[config.mk]
export PLATFORM = sky130hd
export DESIGN_NAME = mulEngine
export DESIGN_NICKNAME = d
export VERILOG_FILES = /design/src/mulPkg.sv /design/src/mulEngine.sv /design/src/mulControl.sv /design/src/mulDatapath.sv
export SDC_FILE = /design/constraint.sdc
export NUM_CORES = 1
export LEC_CHECK = 0
export BUFFER_PORTS_ARGS = -buffer_cell sky130_fd_sc_hd__buf_2
export CAP_MARGIN = 40
export CORE_ASPECT_RATIO = 0.7
export CORE_MARGIN = 5
export CORE_UTILIZATION = 35
export DETAILED_ROUTE_END_ITERATION = 8
export SLEW_MARGIN = 20
export SYNTH_ARGS = -nofsm -noshare
export SYNTH_HDL_FRONTEND = slang
export SYNTH_SLANG_ARGS = --single-unit
[constraint.sdc]
create_clock -name clk -period 4 [get_ports clk]
set_input_delay 0.2 -clock clk [delete_from_list [all_inputs] [get_ports clk]]
set_output_delay 0.2 -clock clk [all_outputs]
set_load 0.005 [all_outputs]
[src/mulPkg.sv]
`default_nettype none

package mulPkg;

	// Operand and tag widths, fixed so the structs below have a known size
	localparam int DATA_WIDTH = 32;
	localparam int TAG_WIDTH = 4;
	localparam int PROD_WIDTH = 2 * DATA_WIDTH;

	// One multiply request as it arrives at the cluster
	typedef struct packed {
		logic [DATA_WIDTH-1:0] a;
		logic [DATA_WIDTH-1:0] b;
		logic [TAG_WIDTH-1:0]  tag;
	} mulReq_t;

	// Finished product, tagged with the request it answers
	typedef struct packed {
		logic [PROD_WIDTH-1:0] prod;
		logic [TAG_WIDTH-1:0]  tag;
	} mulRes_t;

	// Control word from the engine controller to its datapath
	typedef struct packed {
		// Take new operands into the multiplicand and multiplier registers
		logic load;
		// Zero the product accumulator
		logic clearProd;
		// Add the multiplicand into the accumulator
		logic addSel;
		// Registers update this cycle
		logic enable;
	} mulCtrl_t;

	// Engine controller states
	typedef enum logic [1:0] {
		Idle,
		Run,
		Done
	} ctrlState_t;

endpackage

`default_nettype wire
[src/mulEngine.sv]
`timescale 1ns/1ps
`default_nettype none

module mulEngine (
	input  wire               clk,
	input  wire               arstN,
	input  wire               start,
	input  wire  mulPkg::mulReq_t req,
	input  wire               grant,
	output logic              idle,
	output logic              done,
	output mulPkg::mulRes_t   res
);

	mulPkg::mulCtrl_t ctrl;
	logic bLsb;
	logic bZero;
	logic [mulPkg::PROD_WIDTH-1:0] prod;
	logic [mulPkg::TAG_WIDTH-1:0] tagReg;

	mulControl control (
		.clk   (clk),
		.arstN (arstN),
		.start (start),
		.bLsb  (bLsb),
		.bZero (bZero),
		.grant (grant),
		.ctrl  (ctrl),
		.idle  (idle),
		.done  (done)
	);

	mulDatapath datapath (
		.clk   (clk),
		.arstN (arstN),
		.ctrl  (ctrl),
		.opA   (req.a),
		.opB   (req.b),
		.bZero (bZero),
		.bLsb  (bLsb),
		.prod  (prod)
	);

	// Tag rides along with the product
	always_ff @(posedge clk) begin
		if (start) begin
			tagReg <= req.tag;
		end
	end

	assign res = '{prod: prod, tag: tagReg};

endmodule

`default_nettype wire

[src/mulControl.sv]
`timescale 1ns/1ps
`default_nettype none

module mulControl (
	input  wire               clk,
	input  wire               arstN,
	input  wire               start,
	input  wire               bLsb,
	input  wire               bZero,
	input  wire               grant,
	output mulPkg::mulCtrl_t  ctrl,
	output logic              idle,
	output logic              done
);

	mulPkg::ctrlState_t state;
	mulPkg::ctrlState_t stateNext;

	always_ff @(posedge clk or negedge arstN) begin
		if (!arstN) begin
			state <= mulPkg::Idle;
		end else begin
			state <= stateNext;
		end
	end

	// Next state and control word
	always_comb begin
		stateNext = state;
		ctrl = '0;
		case (state)
			mulPkg::Idle: begin
				if (start) begin
					// Load cycle takes the operands and clears the sum
					ctrl.load = 1'b1;
					ctrl.clearProd = 1'b1;
					ctrl.enable = 1'b1;
					stateNext = mulPkg::Run;
				end
			end
			mulPkg::Run: begin
				// One multiplier bit per cycle
				ctrl.enable = 1'b1;
				ctrl.addSel = bLsb;
				if (bZero) begin
					stateNext = mulPkg::Done;
				end
			end
			mulPkg::Done: begin
				// Hold the product until the result bus is ours
				if (grant) begin
					stateNext = mulPkg::Idle;
				end
			end
			default: begin
				stateNext = mulPkg::Idle;
			end
		endcase
	end

	assign idle = (state == mulPkg::Idle);
	assign done = (state == mulPkg::Done);

endmodule

`default_nettype wire

[src/mulDatapath.sv]
`timescale 1ns/1ps
`default_nettype none

module mulDatapath (
	input  wire                                   clk,
	input  wire                                   arstN,
	input  wire  mulPkg::mulCtrl_t                ctrl,
	input  wire  [mulPkg::DATA_WIDTH-1:0]         opA,
	input  wire  [mulPkg::DATA_WIDTH-1:0]         opB,
	output logic                                  bZero,
	output logic                                  bLsb,
	output logic [mulPkg::PROD_WIDTH-1:0]         prod
);

	// Multiplicand is double width so it can shift left the whole way
	logic [mulPkg::PROD_WIDTH-1:0] aReg;
	logic [mulPkg::PROD_WIDTH-1:0] aNext;
	logic [mulPkg::DATA_WIDTH-1:0] bReg;
	logic [mulPkg::DATA_WIDTH-1:0] bNext;
	logic [mulPkg::PROD_WIDTH-1:0] prodReg;
	logic [mulPkg::PROD_WIDTH-1:0] prodNext;
	logic [mulPkg::PROD_WIDTH-1:0] addResult;

	// Partial sum for the current multiplier bit
	assign addResult = prodReg + aReg;

	// Operand select, load or shift
	always_comb begin
		if (ctrl.load) begin
			aNext = {{mulPkg::DATA_WIDTH{1'b0}}, opA};
			bNext = opB;
		end else begin
			aNext = aReg << 1;
			bNext = bReg >> 1;
		end
	end

	// Accumulator select
	always_comb begin
		if (ctrl.clearProd) begin
			prodNext = '0;
		end else if (ctrl.addSel) begin
			prodNext = addResult;
		end else begin
			prodNext = prodReg;
		end
	end

	always_ff @(posedge clk or negedge arstN) begin
		if (!arstN) begin
			aReg <= '0;
			bReg <= '0;
			prodReg <= '0;
		end else if (ctrl.enable) begin
			aReg <= aNext;
			bReg <= bNext;
			prodReg <= prodNext;
		end
	end

	// Bit being consumed this cycle
	assign bLsb = bReg[0];

	// Early stop: nothing left in the multiplier once this bit is shifted out
	assign bZero = (bReg[mulPkg::DATA_WIDTH-1:1] == '0);

	assign prod = prodReg;

endmodule

`default_nettype wire

==> flow_metrics.py <==
metrics = {
    "pwr": {
        "leakage_nw": 5.74,
        "power_density_nw_per_um2": 957,
        "clock_power_share_pct": 13.5,
        "seqPwrFrac_pct": 27.7,
        "p_sw_mw": 5.62,
        "internal-power_mw": 6.01,
        "p_sw_share_pct": 48.3,
        "vdd_drop_max_mv": 0.362,
        "pwr-share-comb_pct": 58.7,
    },
    "route": {
        "routed_wl_um": 31100,
        "num_vias": 9547,
        "drc": 0,
        "vias_per_cell": 5.43,
        "dr.pass1.iters": 5,
        "wl_per_cell_um": 17.7,
        "ant_nets": 0,
        "top_layer": "met5",
        "detail_route.iter0.violations": 695,
        "route.met3.wl_um": 1810,
        "wl_met2_um": 12800,
        "drt-met1-wl_um": 16100,
    },
    "floorplan": {
        "rows": 53,
        "die_h_um": 155,
        "start_util_pct": 35.2,
        "die_area_um2": 33600,
        "core_um2": 29800,
        "die_x_um": 217,
        "ioPinCount": 142,
    },
    "synth": {
        "synth_edf_count": 4,
        "synth.top_cells.by_count": "298 x nand2_1, 162 x dfrtp_1, 104 x nor2_1, 104 x o21ai_0, 71 x clkbuf_1",
        "yosysTopAreaCellShare_pct": 38.7,
        "synth_top_area_cell": "dfrtp_1",
        "netlist_area_um2": 10500,
        "netlist_instances": 1260,
        "synth_most_common_cell": "nand2_1",
        "yosysWarnings": 0,
        "postSynthAreaPerCell_um2": 8.32,
        "synth_seq_area_share_pct": 39.8,
        "synthFlopType": "dfrtp_1",
        "synth_cell_types": 68,
        "synthArstFlopShare_pct": 97.6,
        "synth_top_cells_by_area": "dfrtp_1 39%, nand2_1 11%, ha_1 7.5%",
        "syn_nets": 1396,
        "ys_ff_latch": 166,
    },
    "layout": {
        "syn_to_final_growth_pct": 16.0,
        "fin_area_um2": 12200,
        "finalCoreUtilization_pct": 40.8,
        "fin_nets": 1495,
        "finalNonFillerCells": 1757,
        "drive_gt1_share_pct": 15.9,
        "antenna_cells": 0,
    },
    "clocking": {
        "clk_latency_ps": 450,
        "clk_pin_slew_ps": 70,
        "cts_buffers": 17,
        "cts_root_buffer": "clkbuf_16",
        "cts_resized": 0,
        "cts_tree": "done",
        "htreeDepth": 4,
        "clkSinkCount": 166,
        "clock_path_buffers": 2,
    },
    "grt": {
        "grt_antenna_before_repair": 6,
        "grt_start_max_net_pins": 66,
        "grt_pass1_wl_um": 50800,
        "grt-ovfl-total": 0,
        "grt_util_all_layers_pct": 18.7,
        "grt_pass1_vias": 9047,
    },
    "setup_path": {
        "crit_fanout": 3,
        "critPathKind": "flop to flop",
        "cp-start-kind": "flop",
        "required_ps": 4310,
        "worstPathArrival_ps": 3820,
        "endpoint_kind": "flop",
    },
    "timing": {
        "setup_viol": 0,
        "finalSetupTns_ps": 0,
        "fin_crit_ps": 3510,
        "setup_ws_ps": 489,
        "slew_violations": 0,
        "clock_skew_ps": 13.9,
        "post-route-period-util_pct": 87.8,
        "hold_violations": 0,
        "fmax_mhz": 285,
        "grt_setup_unrepaired": "no",
        "slew_headroom_pct": 50.4,
        "tightestPinTransition_ps": 743,
    },
    "placed_design": {
        "port_buffers": 141,
        "place_inst": 1715,
        "place_ws_ps": 530,
        "gp_congestion": 0.886,
        "hpwl_um": 22900,
        "placedInstanceArea_um2": 11500,
    },
    "status": {
        "status": "finished clean",
    },
    "job": {
        "cap_violations": 0,
    },
    "min_path": {
        "min_path_type": "primary input to flop",
    },
}
-- state kept, by name, indices dropped and copies added, names as in the netlist --
register / count
datapath.aReg: 64
datapath.prod: 64
datapath.bReg: 32
tagReg: 4
control.state: 2
-- final timing paths --
| check | start | end | slack [ps] | cells after the start |
|---|---|---|---|---|
| max | datapath.prod[0] | datapath.prod[56] | 490 | 12 |
| min | req[22] | datapath.bReg[18] | 30 | 3 |
| max reg2reg | datapath.prod[0] | datapath.prod[56] | 490 | 12 |
| min reg2reg | datapath.prod[63] | datapath.prod[63] | 480 | 1 |
| max in group asynchronous | arstN | datapath.bReg[31] | 3030 | 3 |
| min in group asynchronous | arstN | datapath.prod[24] | 270 | 2 |
-- area by class of cell --
cell class	instances	area, um2
clock inverter	15	121
multi-input combinational	997	5960
fill	2999	17600
timing repair buffer	164	955
tap	385	482
clock buffer	17	425
inverter	13	48.8
sequential	166	4170
-- layout by cell type (no fill, tap or decap), types with 5 or more instances in the layout --
master           n
nand2_1        296
dfrtp_1        162
buf_2          140
o21ai_0        104
nor2_1         103
a31oi_1         70
ha_1            63
a21oi_1         62
a21o_1          50
xnor2_1         33
nand4_1         30
xor2_1          23
o21bai_1        18
clkbuf_16       17
inv_1           13
nor3_1          13
nand3_1         11
o21ai_1         11
nor4_1          10
dlygate4sd3_1   10
buf_4           10
a22o_1           8
o21a_1           7
o211ai_1         6
inv_6            6
a21oi_2          5
-- what timing repair did --
item	CTS	global route
hold buffers	10	0
setup buffers	0	0
hold endpoints to repair	45	0
-- per-layer routing --
| layer | GRT usage (%) | vias to the layer above |
|---|---|---|
| met1 | 28.9 | 4621 |
| met5 | 0 | - |
| met4 | 4.00 | 12 |
| met2 | 26.2 | 235 |
| met3 | 4.97 | 34 |
| li1 | - | 4645 |
-- power by group through the flow --
stage / Combinational [mW] / Clock (mW) / Sequential, mW
6_report: 6.83 / 1.58 / 3.23
5_1_grt: 7.62 / 1.69 / 3.35
4_1_cts: 6.79 / 1.62 / 3.23
3_5_place_dp: 6.75 / 0 / 3.25
3_3_place_gp: 6.67 / 0 / 3.23
2_1_floorplan: 5.05 / 0 / 3.03
-- logic make-up (layout without fill, tap and decap cells) --
group | after synthesis | count (layout) | share of synthesized area (%)
buffers and inverters | 97 | 209 | 3.71
and+or+nand+nor | 491 | 491 | 19.6
xor gates and xnor gates | 56 | 56 | 4.68
AOI/OAI and AO/OA | 382 | 382 | 24.1
muxes | 4 | 4 | 0.382
adders and majority gates | 64 | 64 | 7.71
DFF | 166 | 166 | 39.8
-- critical path, stage by stage (launching register included) --
cell and delay (ps):
dfrtp_1 400, ha_1 240, fa_1 430, a211o_1 330, a211o_1 280, a221oi_2 310
nor3_1 140, o2111ai_1 330, nand3_1 230, a31oi_2 340, o21bai_1 130, xnor2_1 150
o21ai_1 70
-- through the flow --
step | hold slack [ps] | power, mW
final | 25.4 | 11.6
after global routing | 4.23 | 12.7
after CTS | 0.568 | 11.6
after detailed placement | 147 | 10.0
after global placement | 377 | 9.90
after floorplan | -95.6 | 8.08
(Power assumes the default switching activity.)
